File: src/fp16_settings.svh
// --------------------------------------------------
// FP16 adder settings
// Format widths, bias and internal datapath widths
// --------------------------------------------------
`ifndef FP16_SETTINGS_SVH
`define FP16_SETTINGS_SVH

// binary16 field widths and exponent bias
`define FP16_EXP_BITS 5
`define FP16_MAN_BITS 10
`define FP16_BIAS 15

// Precision p, implicit bit included
`define FP16_PREC_BITS 11

// Internal sum is 3p+4 bits, the LZC searches the lower 2p+3
`define FP16_SUM_WIDTH 37
`define FP16_LOWER_SUM_WIDTH 25

// Signed internal exponent and shift amount widths
`define FP16_EXP_WIDTH 7
`define FP16_SHAMT_WIDTH 6

`endif

File: src/fp16_pkg.sv
// --------------------------------------------------
// FP16 adder types
// --------------------------------------------------
`include "fp16_settings.svh"
`default_nettype none

package fp16_pkg;

  // Packed binary16 value
  typedef struct packed {
    logic                      sign;
    logic [`FP16_EXP_BITS-1:0] exponent;
    logic [`FP16_MAN_BITS-1:0] mantissa;
  } fp16_t;

  // Operand class bits
  typedef struct packed {
    logic is_normal;
    logic is_subnormal;
    logic is_zero;
    logic is_inf;
    logic is_nan;
    logic is_signalling;
    logic is_quiet;
  } fp_info_t;

  // RISC-V rounding mode encoding
  typedef enum logic [2:0] {
    RNE = 3'd0,
    RTZ = 3'd1,
    RDN = 3'd2,
    RUP = 3'd3,
    RMM = 3'd4
  } roundmode_e;

  // Exception flags, no DZ in an adder
  typedef struct packed {
    logic nv;
    logic of;
    logic uf;
    logic nx;
  } status_t;

  typedef logic signed [`FP16_EXP_WIDTH-1:0] exp_t;
  typedef logic [`FP16_SHAMT_WIDTH-1:0] shamt_t;
  typedef logic [`FP16_SUM_WIDTH-1:0] sum_t;

  // Contents of the register after the adder
  typedef struct packed {
    logic       eff_sub;
    exp_t       exp_prod;
    exp_t       exp_diff;
    exp_t       tent_exp;
    shamt_t     addend_shamt;
    logic       sticky;
    sum_t       sum;
    logic       final_sign;
    roundmode_e rnd_mode;
    logic       is_special;
    fp16_t      special_result;
    status_t    special_status;
  } mid_stage_t;

endpackage

`default_nettype wire

File: src/fp16_classifier.sv
// --------------------------------------------------
// FP16 classifier
// Decodes one binary16 operand into its class bits
// --------------------------------------------------
`include "fp16_settings.svh"
`default_nettype none

module fp16_classifier (
  input  fp16_pkg::fp16_t    operand_i,
  output fp16_pkg::fp_info_t info_o
);

  logic exp_zero;
  logic exp_ones;
  logic man_zero;

  // Field decode
  assign exp_zero = (operand_i.exponent == '0);
  assign exp_ones = (operand_i.exponent == '1);
  assign man_zero = (operand_i.mantissa == '0);

  // Finite classes
  assign info_o.is_normal    = !exp_zero && !exp_ones;
  assign info_o.is_subnormal = exp_zero && !man_zero;
  assign info_o.is_zero      = exp_zero && man_zero;

  // All-ones exponent is inf or NaN
  assign info_o.is_inf = exp_ones && man_zero;
  assign info_o.is_nan = exp_ones && !man_zero;

  // Quiet bit is the top mantissa bit
  assign info_o.is_signalling = info_o.is_nan && !operand_i.mantissa[`FP16_MAN_BITS-1];
  assign info_o.is_quiet      = info_o.is_nan && operand_i.mantissa[`FP16_MAN_BITS-1];

endmodule

`default_nettype wire

File: src/fp16_special_cases.sv
// --------------------------------------------------
// FP16 special cases
// Bypass result and flags for NaN and inf inputs
// --------------------------------------------------
`include "fp16_settings.svh"
`default_nettype none

module fp16_special_cases (
  input  fp16_pkg::fp16_t    a_i,
  input  fp16_pkg::fp16_t    b_i,
  input  fp16_pkg::fp_info_t a_info_i,
  input  fp16_pkg::fp_info_t b_info_i,
  input  logic               eff_sub_i,
  output fp16_pkg::fp16_t    result_o,
  output fp16_pkg::status_t  status_o,
  output logic               is_special_o
);

  import fp16_pkg::*;

  // Canonical quiet NaN, 0x7E00
  localparam fp16_t QNAN = '{
    sign:     1'b0,
    exponent: '1,
    mantissa: `FP16_MAN_BITS'(1 << (`FP16_MAN_BITS - 1))
  };

  always_comb begin
    result_o     = QNAN;
    status_o     = '0;
    is_special_o = 1'b0;
    if (a_info_i.is_nan || b_info_i.is_nan) begin
      // Any NaN gives qNaN, invalid only when signalling
      is_special_o = 1'b1;
      status_o.nv  = a_info_i.is_signalling || b_info_i.is_signalling;
    end else if (a_info_i.is_inf || b_info_i.is_inf) begin
      is_special_o = 1'b1;
      if (a_info_i.is_inf && b_info_i.is_inf && eff_sub_i) begin
        // inf - inf is invalid
        status_o.nv = 1'b1;
      end else if (a_info_i.is_inf) begin
        result_o = '{sign: a_i.sign, exponent: '1, mantissa: '0};
      end else begin
        result_o = '{sign: b_i.sign, exponent: '1, mantissa: '0};
      end
    end
  end

endmodule

`default_nettype wire

File: src/fp16_align_add.sv
// --------------------------------------------------
// FP16 alignment and addition
// Exponent path, addend shift with sticky, 37-bit add
// --------------------------------------------------
`include "fp16_settings.svh"
`default_nettype none

module fp16_align_add (
  input  fp16_pkg::fp16_t    a_i,
  input  fp16_pkg::fp16_t    b_i,
  input  fp16_pkg::fp_info_t a_info_i,
  input  fp16_pkg::fp_info_t b_info_i,
  output logic               eff_sub_o,
  output fp16_pkg::exp_t     exp_prod_o,
  output fp16_pkg::exp_t     exp_diff_o,
  output fp16_pkg::exp_t     tent_exp_o,
  output fp16_pkg::shamt_t   addend_shamt_o,
  output logic               sticky_o,
  output fp16_pkg::sum_t     sum_o,
  output logic               final_sign_o
);

  import fp16_pkg::*;

  localparam int P = `FP16_PREC_BITS;
  localparam int SW = `FP16_SUM_WIDTH;

  exp_t                exp_a;
  exp_t                exp_addend;
  logic [P-1:0]        man_a;
  logic [P-1:0]        man_b;
  sum_t                prod_shifted;
  logic [SW+P-1:0]     addend_wide;
  sum_t                addend_aligned;
  sum_t                addend_inv;
  logic                inject_carry;
  logic [SW:0]         sum_raw;
  logic                sum_carry;

  // --------------------------------------------------
  // Exponent datapath
  // A is the product anchor (1.0 times A), B the addend
  assign eff_sub_o = a_i.sign ^ b_i.sign;
  assign exp_a     = exp_t'({2'b00, a_i.exponent});

  // Subnormals sit at biased exponent 1
  assign exp_addend = exp_t'({2'b00, b_i.exponent}) + exp_t'(!b_info_i.is_normal);
  // A zero anchor is placed at the minimum exponent
  assign exp_prod_o = a_info_i.is_zero ? exp_t'(2 - `FP16_BIAS)
                                       : exp_a + exp_t'(a_info_i.is_subnormal);
  assign exp_diff_o = exp_addend - exp_prod_o;
  assign tent_exp_o = (exp_diff_o > 0) ? exp_addend : exp_prod_o;

  // Saturated right shift of the addend
  always_comb begin
    if (exp_diff_o <= exp_t'(-2 * P - 1)) begin
      // Addend only reaches the sticky bit
      addend_shamt_o = shamt_t'(3 * P + 4);
    end else if (exp_diff_o <= exp_t'(P + 2)) begin
      addend_shamt_o = shamt_t'(exp_t'(P + 3) - exp_diff_o);
    end else begin
      // Anchor falls entirely below the addend
      addend_shamt_o = '0;
    end
  end

  // --------------------------------------------------
  // Mantissa datapath
  assign man_a = {a_info_i.is_normal, a_i.mantissa};
  assign man_b = {b_info_i.is_normal, b_i.mantissa};

  // Anchor sits p+2 bits below the top, with room for G and R
  assign prod_shifted = sum_t'(man_a) << (P + 1);

  // Up to p bits fall off the bottom into the sticky bit
  assign addend_wide    = {man_b, {SW{1'b0}}} >> addend_shamt_o;
  assign addend_aligned = addend_wide[SW+P-1:P];
  assign sticky_o       = |addend_wide[P-1:0];

  // Two's complement subtraction, carry only when nothing is sticky
  assign addend_inv   = eff_sub_o ? ~addend_aligned : addend_aligned;
  assign inject_carry = eff_sub_o && !sticky_o;

  assign sum_raw   = {1'b0, prod_shifted} + {1'b0, addend_inv} + (SW + 1)'(inject_carry);
  assign sum_carry = sum_raw[SW];

  // No carry on subtraction means a negative sum
  assign sum_o = (eff_sub_o && !sum_carry) ? sum_t'(-sum_raw) : sum_raw[SW-1:0];

  // Sign follows the anchor unless the subtraction flipped it
  assign final_sign_o = eff_sub_o ? (sum_carry == a_i.sign) : a_i.sign;

endmodule

`default_nettype wire

File: src/fp16_normalize.sv
// --------------------------------------------------
// FP16 normalization
// LZC, normalization shift and one-bit fix
// --------------------------------------------------
`include "fp16_settings.svh"
`default_nettype none

module fp16_normalize (
  input  fp16_pkg::sum_t          sum_i,
  input  fp16_pkg::exp_t          exp_prod_i,
  input  fp16_pkg::exp_t          exp_diff_i,
  input  fp16_pkg::exp_t          tent_exp_i,
  input  fp16_pkg::shamt_t        addend_shamt_i,
  input  logic                    eff_sub_i,
  input  logic                    sticky_i,
  output fp16_pkg::exp_t          exponent_o,
  output logic [`FP16_PREC_BITS:0] mantissa_o,
  output logic                    sticky_o,
  output logic                    tiny_guard_o
);

  import fp16_pkg::*;

  localparam int P = `FP16_PREC_BITS;
  localparam int SW = `FP16_SUM_WIDTH;
  localparam int LW = `FP16_LOWER_SUM_WIDTH;

  logic [LW-1:0] sum_lower;
  shamt_t        lzc;
  logic          lzc_zeroes;
  exp_t          lzc_exp;
  exp_t          shifted_exp;
  shamt_t        norm_shamt;
  exp_t          norm_exp;
  logic [SW:0]   sum_shifted;
  logic [LW-1:0] sum_sticky_bits;

  // --------------------------------------------------
  // Leading-zero count on the lower 2p+3 bits
  assign sum_lower  = sum_i[LW-1:0];
  assign lzc_zeroes = ~|sum_lower;

  always_comb begin
    lzc = '0;
    // Highest set bit wins
    for (int i = 0; i < LW; i++) begin
      if (sum_lower[i]) begin
        lzc = shamt_t'(LW - 1 - i);
      end
    end
  end

  assign lzc_exp     = exp_t'({1'b0, lzc});
  assign shifted_exp = exp_prod_i - lzc_exp + exp_t'(1);

  // --------------------------------------------------
  // Normalization shift amount
  always_comb begin
    if ((exp_diff_i <= 0) || (eff_sub_i && (exp_diff_i <= 2))) begin
      if ((shifted_exp >= 0) && !lzc_zeroes) begin
        // Undo the anchor offset and drop the counted zeros
        norm_shamt = shamt_t'(P + 2) + lzc;
        norm_exp   = shifted_exp;
      end else begin
        // Subnormal result, stop at the minimum exponent
        norm_shamt = shamt_t'(exp_t'(P + 2) + exp_prod_i);
        norm_exp   = '0;
      end
    end else begin
      // Addend-anchored, undo the alignment shift
      norm_shamt = addend_shamt_i;
      norm_exp   = tent_exp_i;
    end
  end

  assign sum_shifted = {1'b0, sum_i} << norm_shamt;

  // One-bit fix, leading one may sit one place off
  always_comb begin
    {mantissa_o, sum_sticky_bits} = sum_shifted[SW-1:0];
    exponent_o                    = norm_exp;
    if (sum_shifted[SW]) begin
      // Carry out, shift right
      {mantissa_o, sum_sticky_bits} = sum_shifted[SW:1];
      exponent_o                    = norm_exp + exp_t'(1);
    end else if (sum_shifted[SW-1]) begin
      // Already normal
      exponent_o = norm_exp;
    end else if (norm_exp > 1) begin
      {mantissa_o, sum_sticky_bits} = {sum_shifted[SW-2:0], 1'b0};
      exponent_o                    = norm_exp - exp_t'(1);
    end else begin
      exponent_o = '0;
    end
  end

  assign sticky_o     = (|sum_sticky_bits) | sticky_i;
  // Top discarded bit, used for tininess after rounding
  assign tiny_guard_o = sum_sticky_bits[LW-1];

endmodule

`default_nettype wire

File: src/fp16_round.sv
// --------------------------------------------------
// FP16 rounding
// Overflow saturation, rounding and status flags
// --------------------------------------------------
`include "fp16_settings.svh"
`default_nettype none

module fp16_round (
  input  logic                     sign_i,
  input  fp16_pkg::exp_t           exponent_i,
  input  logic [`FP16_PREC_BITS:0] mantissa_i,
  input  logic                     sticky_i,
  input  logic                     tiny_guard_i,
  input  fp16_pkg::roundmode_e     rnd_mode_i,
  input  logic                     eff_sub_i,
  output fp16_pkg::fp16_t          result_o,
  output fp16_pkg::status_t        status_o
);

  import fp16_pkg::*;

  localparam int EB = `FP16_EXP_BITS;
  localparam int MB = `FP16_MAN_BITS;

  logic              of_before;
  logic              of_after;
  logic              uf_after;
  logic [EB-1:0]     pre_exp;
  logic [EB+MB-1:0]  pre_abs;
  logic [1:0]        rs_bits;
  logic              round_up;
  logic [EB+MB-1:0]  rounded_abs;
  logic [EB-1:0]     rounded_exp;
  logic              exact_zero;

  // Exponent at or above all ones is an overflow
  assign of_before = exponent_i >= exp_t'((1 << EB) - 1);

  // Overflow saturates to the largest finite value
  assign pre_exp = of_before ? EB'((1 << EB) - 2) : exponent_i[EB-1:0];
  assign pre_abs = of_before ? {pre_exp, {MB{1'b1}}} : {pre_exp, mantissa_i[MB:1]};
  // Bit 0 of the mantissa is the round bit
  assign rs_bits = of_before ? 2'b11 : {mantissa_i[0], sticky_i};

  always_comb begin
    case (rnd_mode_i)
      RNE:     round_up = rs_bits[1] && (rs_bits[0] || pre_abs[0]);
      RTZ:     round_up = 1'b0;
      RDN:     round_up = (|rs_bits) && sign_i;
      RUP:     round_up = (|rs_bits) && !sign_i;
      RMM:     round_up = rs_bits[1];
      default: round_up = 1'b0;
    endcase
  end

  assign rounded_abs = pre_abs + (EB + MB)'(round_up);
  assign rounded_exp = rounded_abs[EB+MB-1:MB];

  // Exact zero from cancellation is +0, -0 only under RDN
  assign exact_zero      = (pre_abs == '0) && (rs_bits == 2'b00);
  assign result_o.sign   = (exact_zero && eff_sub_i) ? (rnd_mode_i == RDN) : sign_i;
  assign result_o.exponent = rounded_exp;
  assign result_o.mantissa = rounded_abs[MB-1:0];

  // --------------------------------------------------
  // Flags, tininess checked after rounding
  assign of_after = (rounded_exp == '1);
  assign uf_after = (rounded_exp == '0) ||
                    ((pre_exp == '0) && (rounded_exp == EB'(1)) &&
                     ((rs_bits != 2'b11) ||
                      (!tiny_guard_i && ((rnd_mode_i == RNE) || (rnd_mode_i == RMM)))));

  assign status_o.nv = 1'b0;
  assign status_o.of = of_before || of_after;
  assign status_o.nx = (|rs_bits) || of_before || of_after;
  // Only inexact tiny results underflow
  assign status_o.uf = uf_after && status_o.nx;

endmodule

`default_nettype wire

File: src/fp16_adder.sv
// --------------------------------------------------
// FP16 adder top level
// Two-stage binary16 adder with status flags
// --------------------------------------------------
`include "fp16_settings.svh"
`default_nettype none

module fp16_adder (
  input  logic                 clk_i,
  input  logic                 rst_i,
  input  logic                 valid_i,
  input  fp16_pkg::fp16_t      operand_a_i,
  input  fp16_pkg::fp16_t      operand_b_i,
  input  fp16_pkg::roundmode_e rnd_mode_i,
  output logic                 valid_o,
  output fp16_pkg::fp16_t      result_o,
  output fp16_pkg::status_t    status_o
);

  import fp16_pkg::*;

  fp_info_t   a_info;
  fp_info_t   b_info;
  mid_stage_t mid_d;
  mid_stage_t mid_q;
  logic       mid_valid_q;
  exp_t       norm_exp;
  logic [`FP16_PREC_BITS:0] norm_man;
  logic       norm_sticky;
  logic       norm_tiny_guard;
  fp16_t      regular_result;
  status_t    regular_status;

  // --------------------------------------------------
  // First stage, classify, align and add
  fp16_classifier a_class_i (.operand_i(operand_a_i), .info_o(a_info));
  fp16_classifier b_class_i (.operand_i(operand_b_i), .info_o(b_info));

  fp16_align_add align_add_i (
    .a_i           (operand_a_i),
    .b_i           (operand_b_i),
    .a_info_i      (a_info),
    .b_info_i      (b_info),
    .eff_sub_o     (mid_d.eff_sub),
    .exp_prod_o    (mid_d.exp_prod),
    .exp_diff_o    (mid_d.exp_diff),
    .tent_exp_o    (mid_d.tent_exp),
    .addend_shamt_o(mid_d.addend_shamt),
    .sticky_o      (mid_d.sticky),
    .sum_o         (mid_d.sum),
    .final_sign_o  (mid_d.final_sign)
  );

  fp16_special_cases special_i (
    .a_i         (operand_a_i),
    .b_i         (operand_b_i),
    .a_info_i    (a_info),
    .b_info_i    (b_info),
    .eff_sub_i   (mid_d.eff_sub),
    .result_o    (mid_d.special_result),
    .status_o    (mid_d.special_status),
    .is_special_o(mid_d.is_special)
  );

  assign mid_d.rnd_mode = rnd_mode_i;

  // Mid-stage register, payload loads only with a valid input
  always_ff @(posedge clk_i) begin
    if (rst_i) begin
      mid_valid_q <= 1'b0;
    end else begin
      mid_valid_q <= valid_i;
    end
  end

  always_ff @(posedge clk_i) begin
    if (valid_i) begin
      mid_q <= mid_d;
    end
  end

  // --------------------------------------------------
  // Second stage, normalize and round
  fp16_normalize normalize_i (
    .sum_i         (mid_q.sum),
    .exp_prod_i    (mid_q.exp_prod),
    .exp_diff_i    (mid_q.exp_diff),
    .tent_exp_i    (mid_q.tent_exp),
    .addend_shamt_i(mid_q.addend_shamt),
    .eff_sub_i     (mid_q.eff_sub),
    .sticky_i      (mid_q.sticky),
    .exponent_o    (norm_exp),
    .mantissa_o    (norm_man),
    .sticky_o      (norm_sticky),
    .tiny_guard_o  (norm_tiny_guard)
  );

  fp16_round round_i (
    .sign_i      (mid_q.final_sign),
    .exponent_i  (norm_exp),
    .mantissa_i  (norm_man),
    .sticky_i    (norm_sticky),
    .tiny_guard_i(norm_tiny_guard),
    .rnd_mode_i  (mid_q.rnd_mode),
    .eff_sub_i   (mid_q.eff_sub),
    .result_o    (regular_result),
    .status_o    (regular_status)
  );

  // Output register, special bypass wins over the regular path
  always_ff @(posedge clk_i) begin
    if (rst_i) begin
      valid_o  <= 1'b0;
      result_o <= '0;
      status_o <= '0;
    end else begin
      valid_o <= mid_valid_q;
      if (mid_valid_q) begin
        result_o <= mid_q.is_special ? mid_q.special_result : regular_result;
        status_o <= mid_q.is_special ? mid_q.special_status : regular_status;
      end
    end
  end

endmodule

`default_nettype wire

File: config.mk
export PLATFORM = sky130hd
export DESIGN_NAME = fp16_adder
export DESIGN_NICKNAME = d
export VERILOG_FILES = /design/src/fp16_pkg.sv /design/src/fp16_classifier.sv /design/src/fp16_special_cases.sv /design/src/fp16_align_add.sv /design/src/fp16_normalize.sv /design/src/fp16_round.sv /design/src/fp16_adder.sv
export VERILOG_INCLUDE_DIRS = /design/src /design/src/src
export SDC_FILE = /design/constraint.sdc
export NUM_CORES = 1
export LEC_CHECK = 0
export BUFFER_PORTS_ARGS = -buffer_cell sky130_fd_sc_hd__buf_4
export CAP_MARGIN = 20
export CELL_PAD_IN_SITES_DETAIL_PLACEMENT = 1
export CELL_PAD_IN_SITES_GLOBAL_PLACEMENT = 1
export CORE_AREA = 5 5 183 185
export DETAILED_ROUTE_END_ITERATION = 10
export DIE_AREA = 0 0 188 190
export HOLD_SLACK_MARGIN = 0.06
export PLACE_DENSITY = 0.82
export SLEW_MARGIN = 20
export SYNTH_ARGS = -nofsm -noshare
export SYNTH_HDL_FRONTEND = slang
export SYNTH_HIERARCHICAL = 1
export SYNTH_SLANG_ARGS = --single-unit
File: constraint.sdc
create_clock -name clk_i -period 11.2 [get_ports clk_i]
set_clock_uncertainty 0.1 [all_clocks]
set_input_delay 1.68 -clock clk_i [delete_from_list [all_inputs] [get_ports clk_i]]
set_output_delay 1.68 -clock clk_i [all_outputs]
set_load 0.02 [all_outputs]
# == Word level (Yosys, flattened, before mapping) ==
# Index checks and enable logic that the tools add are counted.
# word_totals
output_inout_bits,21
input_bits,38
ff_bits,110
# classes
order_cmp,8
addsub,14
muxes,57
shift,2
n_eq_ne,9
bitwise,4
n_reduce_logical,63
# op_table
op,count
2-to-1 mux 6 bit,28
2-to-1 mux 25 bit,3
2-to-1 mux 37 bit,2
OR reduction 25 bit,2
2-to-1 mux 7 bit,7
>> shifter 48 x 6 -> 48 bit,1
adder 23 x 37 -> 38 bit,1
adder 38 x 1 -> 38 bit,1
<< shifter 37 x 6 -> 38 bit,1
negator 37 bit,1
inverter 37 bit,1
2-to-1 mux 11 bit,3
2-to-1 mux 16 bit,2
logical AND 1 bit,25
zero test 10 bit,2
zero test 5 bit,4
adder 15 x 1 -> 15 bit,1
equality test 5 bit (second input constant),3
zero test 15 bit,1
adder 7 x 2 -> 7 bit (second input constant),2
subtractor 7 bit,2
zero test 1 bit,13
adder 5 x 1 -> 6 bit,2
logical OR 1 bit,11
31 further kinds,38

# == Longest topological paths before layout ==
# logic_depth
ltp_word,48
ltp_mapped,43
mapped_depth_nobuf,41

# == By module ==
# The synthesis kept the hierarchy.
# modules_own_cells
mod,area_per_inst_um2,cells_each,seq_area_each_um2,instances
fp16_align_add,5941.9,887,0.0,1
fp16_normalize,4470.5,696,0.0,1
fp16_adder,3663.5,184,3173.0,1
fp16_round,726.9,107,0.0,1
fp16_classifier,96.3,19,0.0,2
fp16_special_cases,192.7,30,0.0,1

# == Worst setup path after synthesis ==
# Ideal clock, no wire load.
# synth_timing
path_kind,in2reg
start,input port operand_a_i[1] in the netlist's numbering
end,register mid_q[60] in the netlist's numbering (data pin)
path_stages,35
t_arrival_ps,9358
required_ps,10834
path_slack_ps,1476
n_path_buf,3
cell_sequence,nor4_2 and4_1 nor2_1 ha_1 or2_2 ha_1 inv_1 clkbuf_1 ha_1 a21o_1 o31ai_2 o21ai_2 buf_4 a31oi_1 a21oi_1 o41ai_2 o211ai_1 nor4_1 nand4_1 a31oi_1 nor2_1 nor2_1 ha_1 ha_1 nand2_1 or4_4 a222oi_1 buf_4 a31o_2 xnor2_1 a31oi_1 a311o_1 nor3b_1 a41oi_1 xnor2_1
# synth_rtl
item,line,source
"start, declared",fp16_adder.sv:12,"input fp16_pkg::fp16_t operand_a_i,"
"end signal, assigned",fp16_adder.sv:78,mid_q <= mid_d;
"end, declared",fp16_adder.sv:25,mid_stage_t mid_q;

==> flow_metrics.tcl <==
set metrics [dict create \
    drt-vias-per-instance 6.89 \
    ys_warn_count 6 \
    worst-slew-pin-transition_ns 1.13 \
    post-route-min-period_ns 10.69 \
    area.growth.synth_to_final_pct 10.6 \
    place_hpwl_um 45600 \
    port_buffers 58 \
    hold_viol_final 0 \
    irDropWorstVdd_mv 0.143 \
    crit_required_ns 11.44 \
    num_io_pins 59 \
    cts-buffers-inserted 17 \
    tritoncts "built" \
    grt_start_max_net_pins 61 \
    p_total_w 0.00495 \
    placement.setup.worst_slack_ns -0.574 \
    grt_antenna_before_repair 1 \
    clock_sink_count 113 \
    max_cap_violations 0 \
    critPathMaxStageDelay_ns 0.59 \
    netlist_instances 1934 \
    grt_pass1_vias 16700 \
    cts_hold_buf 0 \
    globalRouteTotalUtil_pct 32.8 \
    wl_met1_um 24600 \
    die_width_um 188 \
    power.leakage_nw 6.26 \
    initial_core_util_pct 47.6 \
    worst-setup-path-type "flip-flop to flip-flop" \
    critPathCaptureType "flip-flop" \
    layout.nets 2051 \
    setup_viol 0 \
    fp.dieArea_sq_um 35700 \
    antenna_cells_inserted 0 \
    syn_area_sq_um 15200 \
    placed_cells 2354 \
    hold-worst-slack_ns 0.398 \
    detailroute.wirelength.met3_um 3500 \
    slew_hr_pct 24.6 \
    worstPathMaxFanout 23 \
    maxClockFrequency_mhz 93.5 \
    max-clock-path-buffers 2 \
    crit_top_cell "sky130_fd_sc_hd__ha_1" \
    clkLatencyLatePin_ns 0.44 \
    std_cell_rows 66 \
    fin_ws_ns 0.508 \
    final_layout_size_suffix_gt1_share_pct 15.9 \
    final_number_of_max_transition_violations 0 \
    ctsHtreeMaxLevel 4 \
    path_clk_slew_ns 0.06 \
    grt_pass1_wl_um 94700 \
    final_cell_count_without_fillers 2388 \
    syn_area_per_cell_sq_um 7.84 \
    die_h_um 190 \
    drt-wirelength-per-cell_um 25.6 \
    routed_wirelength_um 61200 \
    run_status "complete, no violations" \
    vias_after_detailed_routing 16500 \
    cts-root-buf "sky130_fd_sc_hd__clkbuf_16" \
    p_per_area_nw_per_um2 295 \
    gpl.final_weighted_congestion 0.951 \
    route.top_layer_used "met5" \
    antenna_left 0 \
    min_period_over_period_pct 95.5 \
    detail_route.first_pass.iterations 5 \
    worst-endpoint-arrival_ns 10.93 \
    wl_met2_um 29700 \
    min-delay-path-class "flip-flop to flip-flop" \
    core_region_area_sq_um 31900 \
    violation_count_after_the_first_detailed_route_iteration 1411 \
    critical_path.startpoint_type "flip-flop" \
    global_route.overflow_total 0 \
    number_of_drc_violations_after_detailed_routing 0 \
    critPathSlowestCell "sky130_fd_sc_hd__a211oi_2" \
]
## critical path, delay by kind of cell (launching register included)
kind | cells | cell delay (ns)
flip-flops | 1 | 0.54
adder cells (fa/ha/maj) | 4 | 0.97
AO/OA/AOI/OAI | 17 | 4.76
buffers and inverters | 2 | 0.43
multiplexers | 3 | 0.97
AND/OR/NAND/NOR | 9 | 2.82
## state kept, by name (all words and copies together) (netlist names)
name	flops
mid_valid_q	1
valid_o	1
status_o	4
mid_q	91
result_o	16
## worst paths after layout
kind	from	end	slack, ns	depth (start not counted)
max reg2reg	mid_q[41]	status_o[1]	0.51	35
min reg2reg	result_o[8]	result_o[8]	0.40	2
max	mid_q[41]	status_o[1]	0.51	35
min	result_o[8]	result_o[8]	0.40	2
## power breakdown
| group | total, W | switching (W) | internal [W] | leakage [nW] |
|---|---|---|---|---|
| Clock | 0.000510 | 0.000203 | 0.000307 | 0.265 |
| Sequential | 0.000718 | 0.000135 | 0.000583 | 1.07 |
| Combinational | 0.00372 | 0.00243 | 0.00129 | 4.93 |
| Total | 0.00495 | 0.00277 | 0.00218 | 6.26 |
## repair_timing
| action | 4_1_cts | 5_1_grt |
|---|---|---|
| pin swaps | 0 | 5 |
| setup endpoints to repair | 8 | 24 |
| setup buffers | 0 | 1 |
| gates resized for setup | 1 | 32 |
| gates cloned | 0 | 1 |
## layout make-up
cell class | count | area [sq um]
clock inverters | 11 | 92.6
well taps | 408 | 510
inverters | 67 | 262
multi-input cells | 1631 | 11200
clock buffers | 20 | 447
repair buffers | 138 | 1040
flip-flops and latches | 113 | 3170
fillers | 3961 | 15100
## cells in the final DEF (no fill, tap or decap), types with 9 or more instances in the layout
cell type	n
sky130_fd_sc_hd__mux2i_1	62
sky130_fd_sc_hd__and3_1	26
sky130_fd_sc_hd__ha_1	43
sky130_fd_sc_hd__mux2_2	16
sky130_fd_sc_hd__nand3_1	99
sky130_fd_sc_hd__nand4_1	25
sky130_fd_sc_hd__o21ai_0	108
sky130_fd_sc_hd__xor2_1	29
sky130_fd_sc_hd__o211ai_1	35
sky130_fd_sc_hd__o31ai_1	21
sky130_fd_sc_hd__or3_1	15
sky130_fd_sc_hd__o21a_1	9
sky130_fd_sc_hd__buf_4	137
sky130_fd_sc_hd__a21oi_1	110
sky130_fd_sc_hd__and2_1	29
sky130_fd_sc_hd__a21boi_0	13
sky130_fd_sc_hd__clkbuf_16	17
sky130_fd_sc_hd__nor2b_1	24
sky130_fd_sc_hd__nor4_1	25
sky130_fd_sc_hd__nand2_1	163
sky130_fd_sc_hd__nand2b_1	17
sky130_fd_sc_hd__a32oi_1	14
sky130_fd_sc_hd__nor2_1	171
sky130_fd_sc_hd__a22oi_1	14
sky130_fd_sc_hd__edfxtp_1	91
sky130_fd_sc_hd__xnor2_1	89
sky130_fd_sc_hd__dfxtp_1	22
sky130_fd_sc_hd__conb_1	18
sky130_fd_sc_hd__nor3_1	47
sky130_fd_sc_hd__a21o_1	15
sky130_fd_sc_hd__o22ai_1	17
sky130_fd_sc_hd__a31oi_1	52
sky130_fd_sc_hd__inv_1	56
sky130_fd_sc_hd__a211oi_1	48
## stage by stage
step | TNS [ns] | utilization [%] | cell area, sq um
floorplan | 0 | - | 15200
global placement | -2.68 | 50.3 | 16000
detailed placement | -5.42 | 50.3 | 16000
CTS | 0 | 52.0 | 16600
global route | -0.140 | 52.6 | 16800
finish | 0 | 52.6 | 16800
## per-layer routing
layer | GRT usage [%] | up-vias
met3 | 4.31 | 186
li1 | - | 7418
met1 | 40.0 | 8148
met2 | 56.7 | 711
met5 | 0 | -
met4 | 17.0 | 2
(Power assumes the default switching activity.)
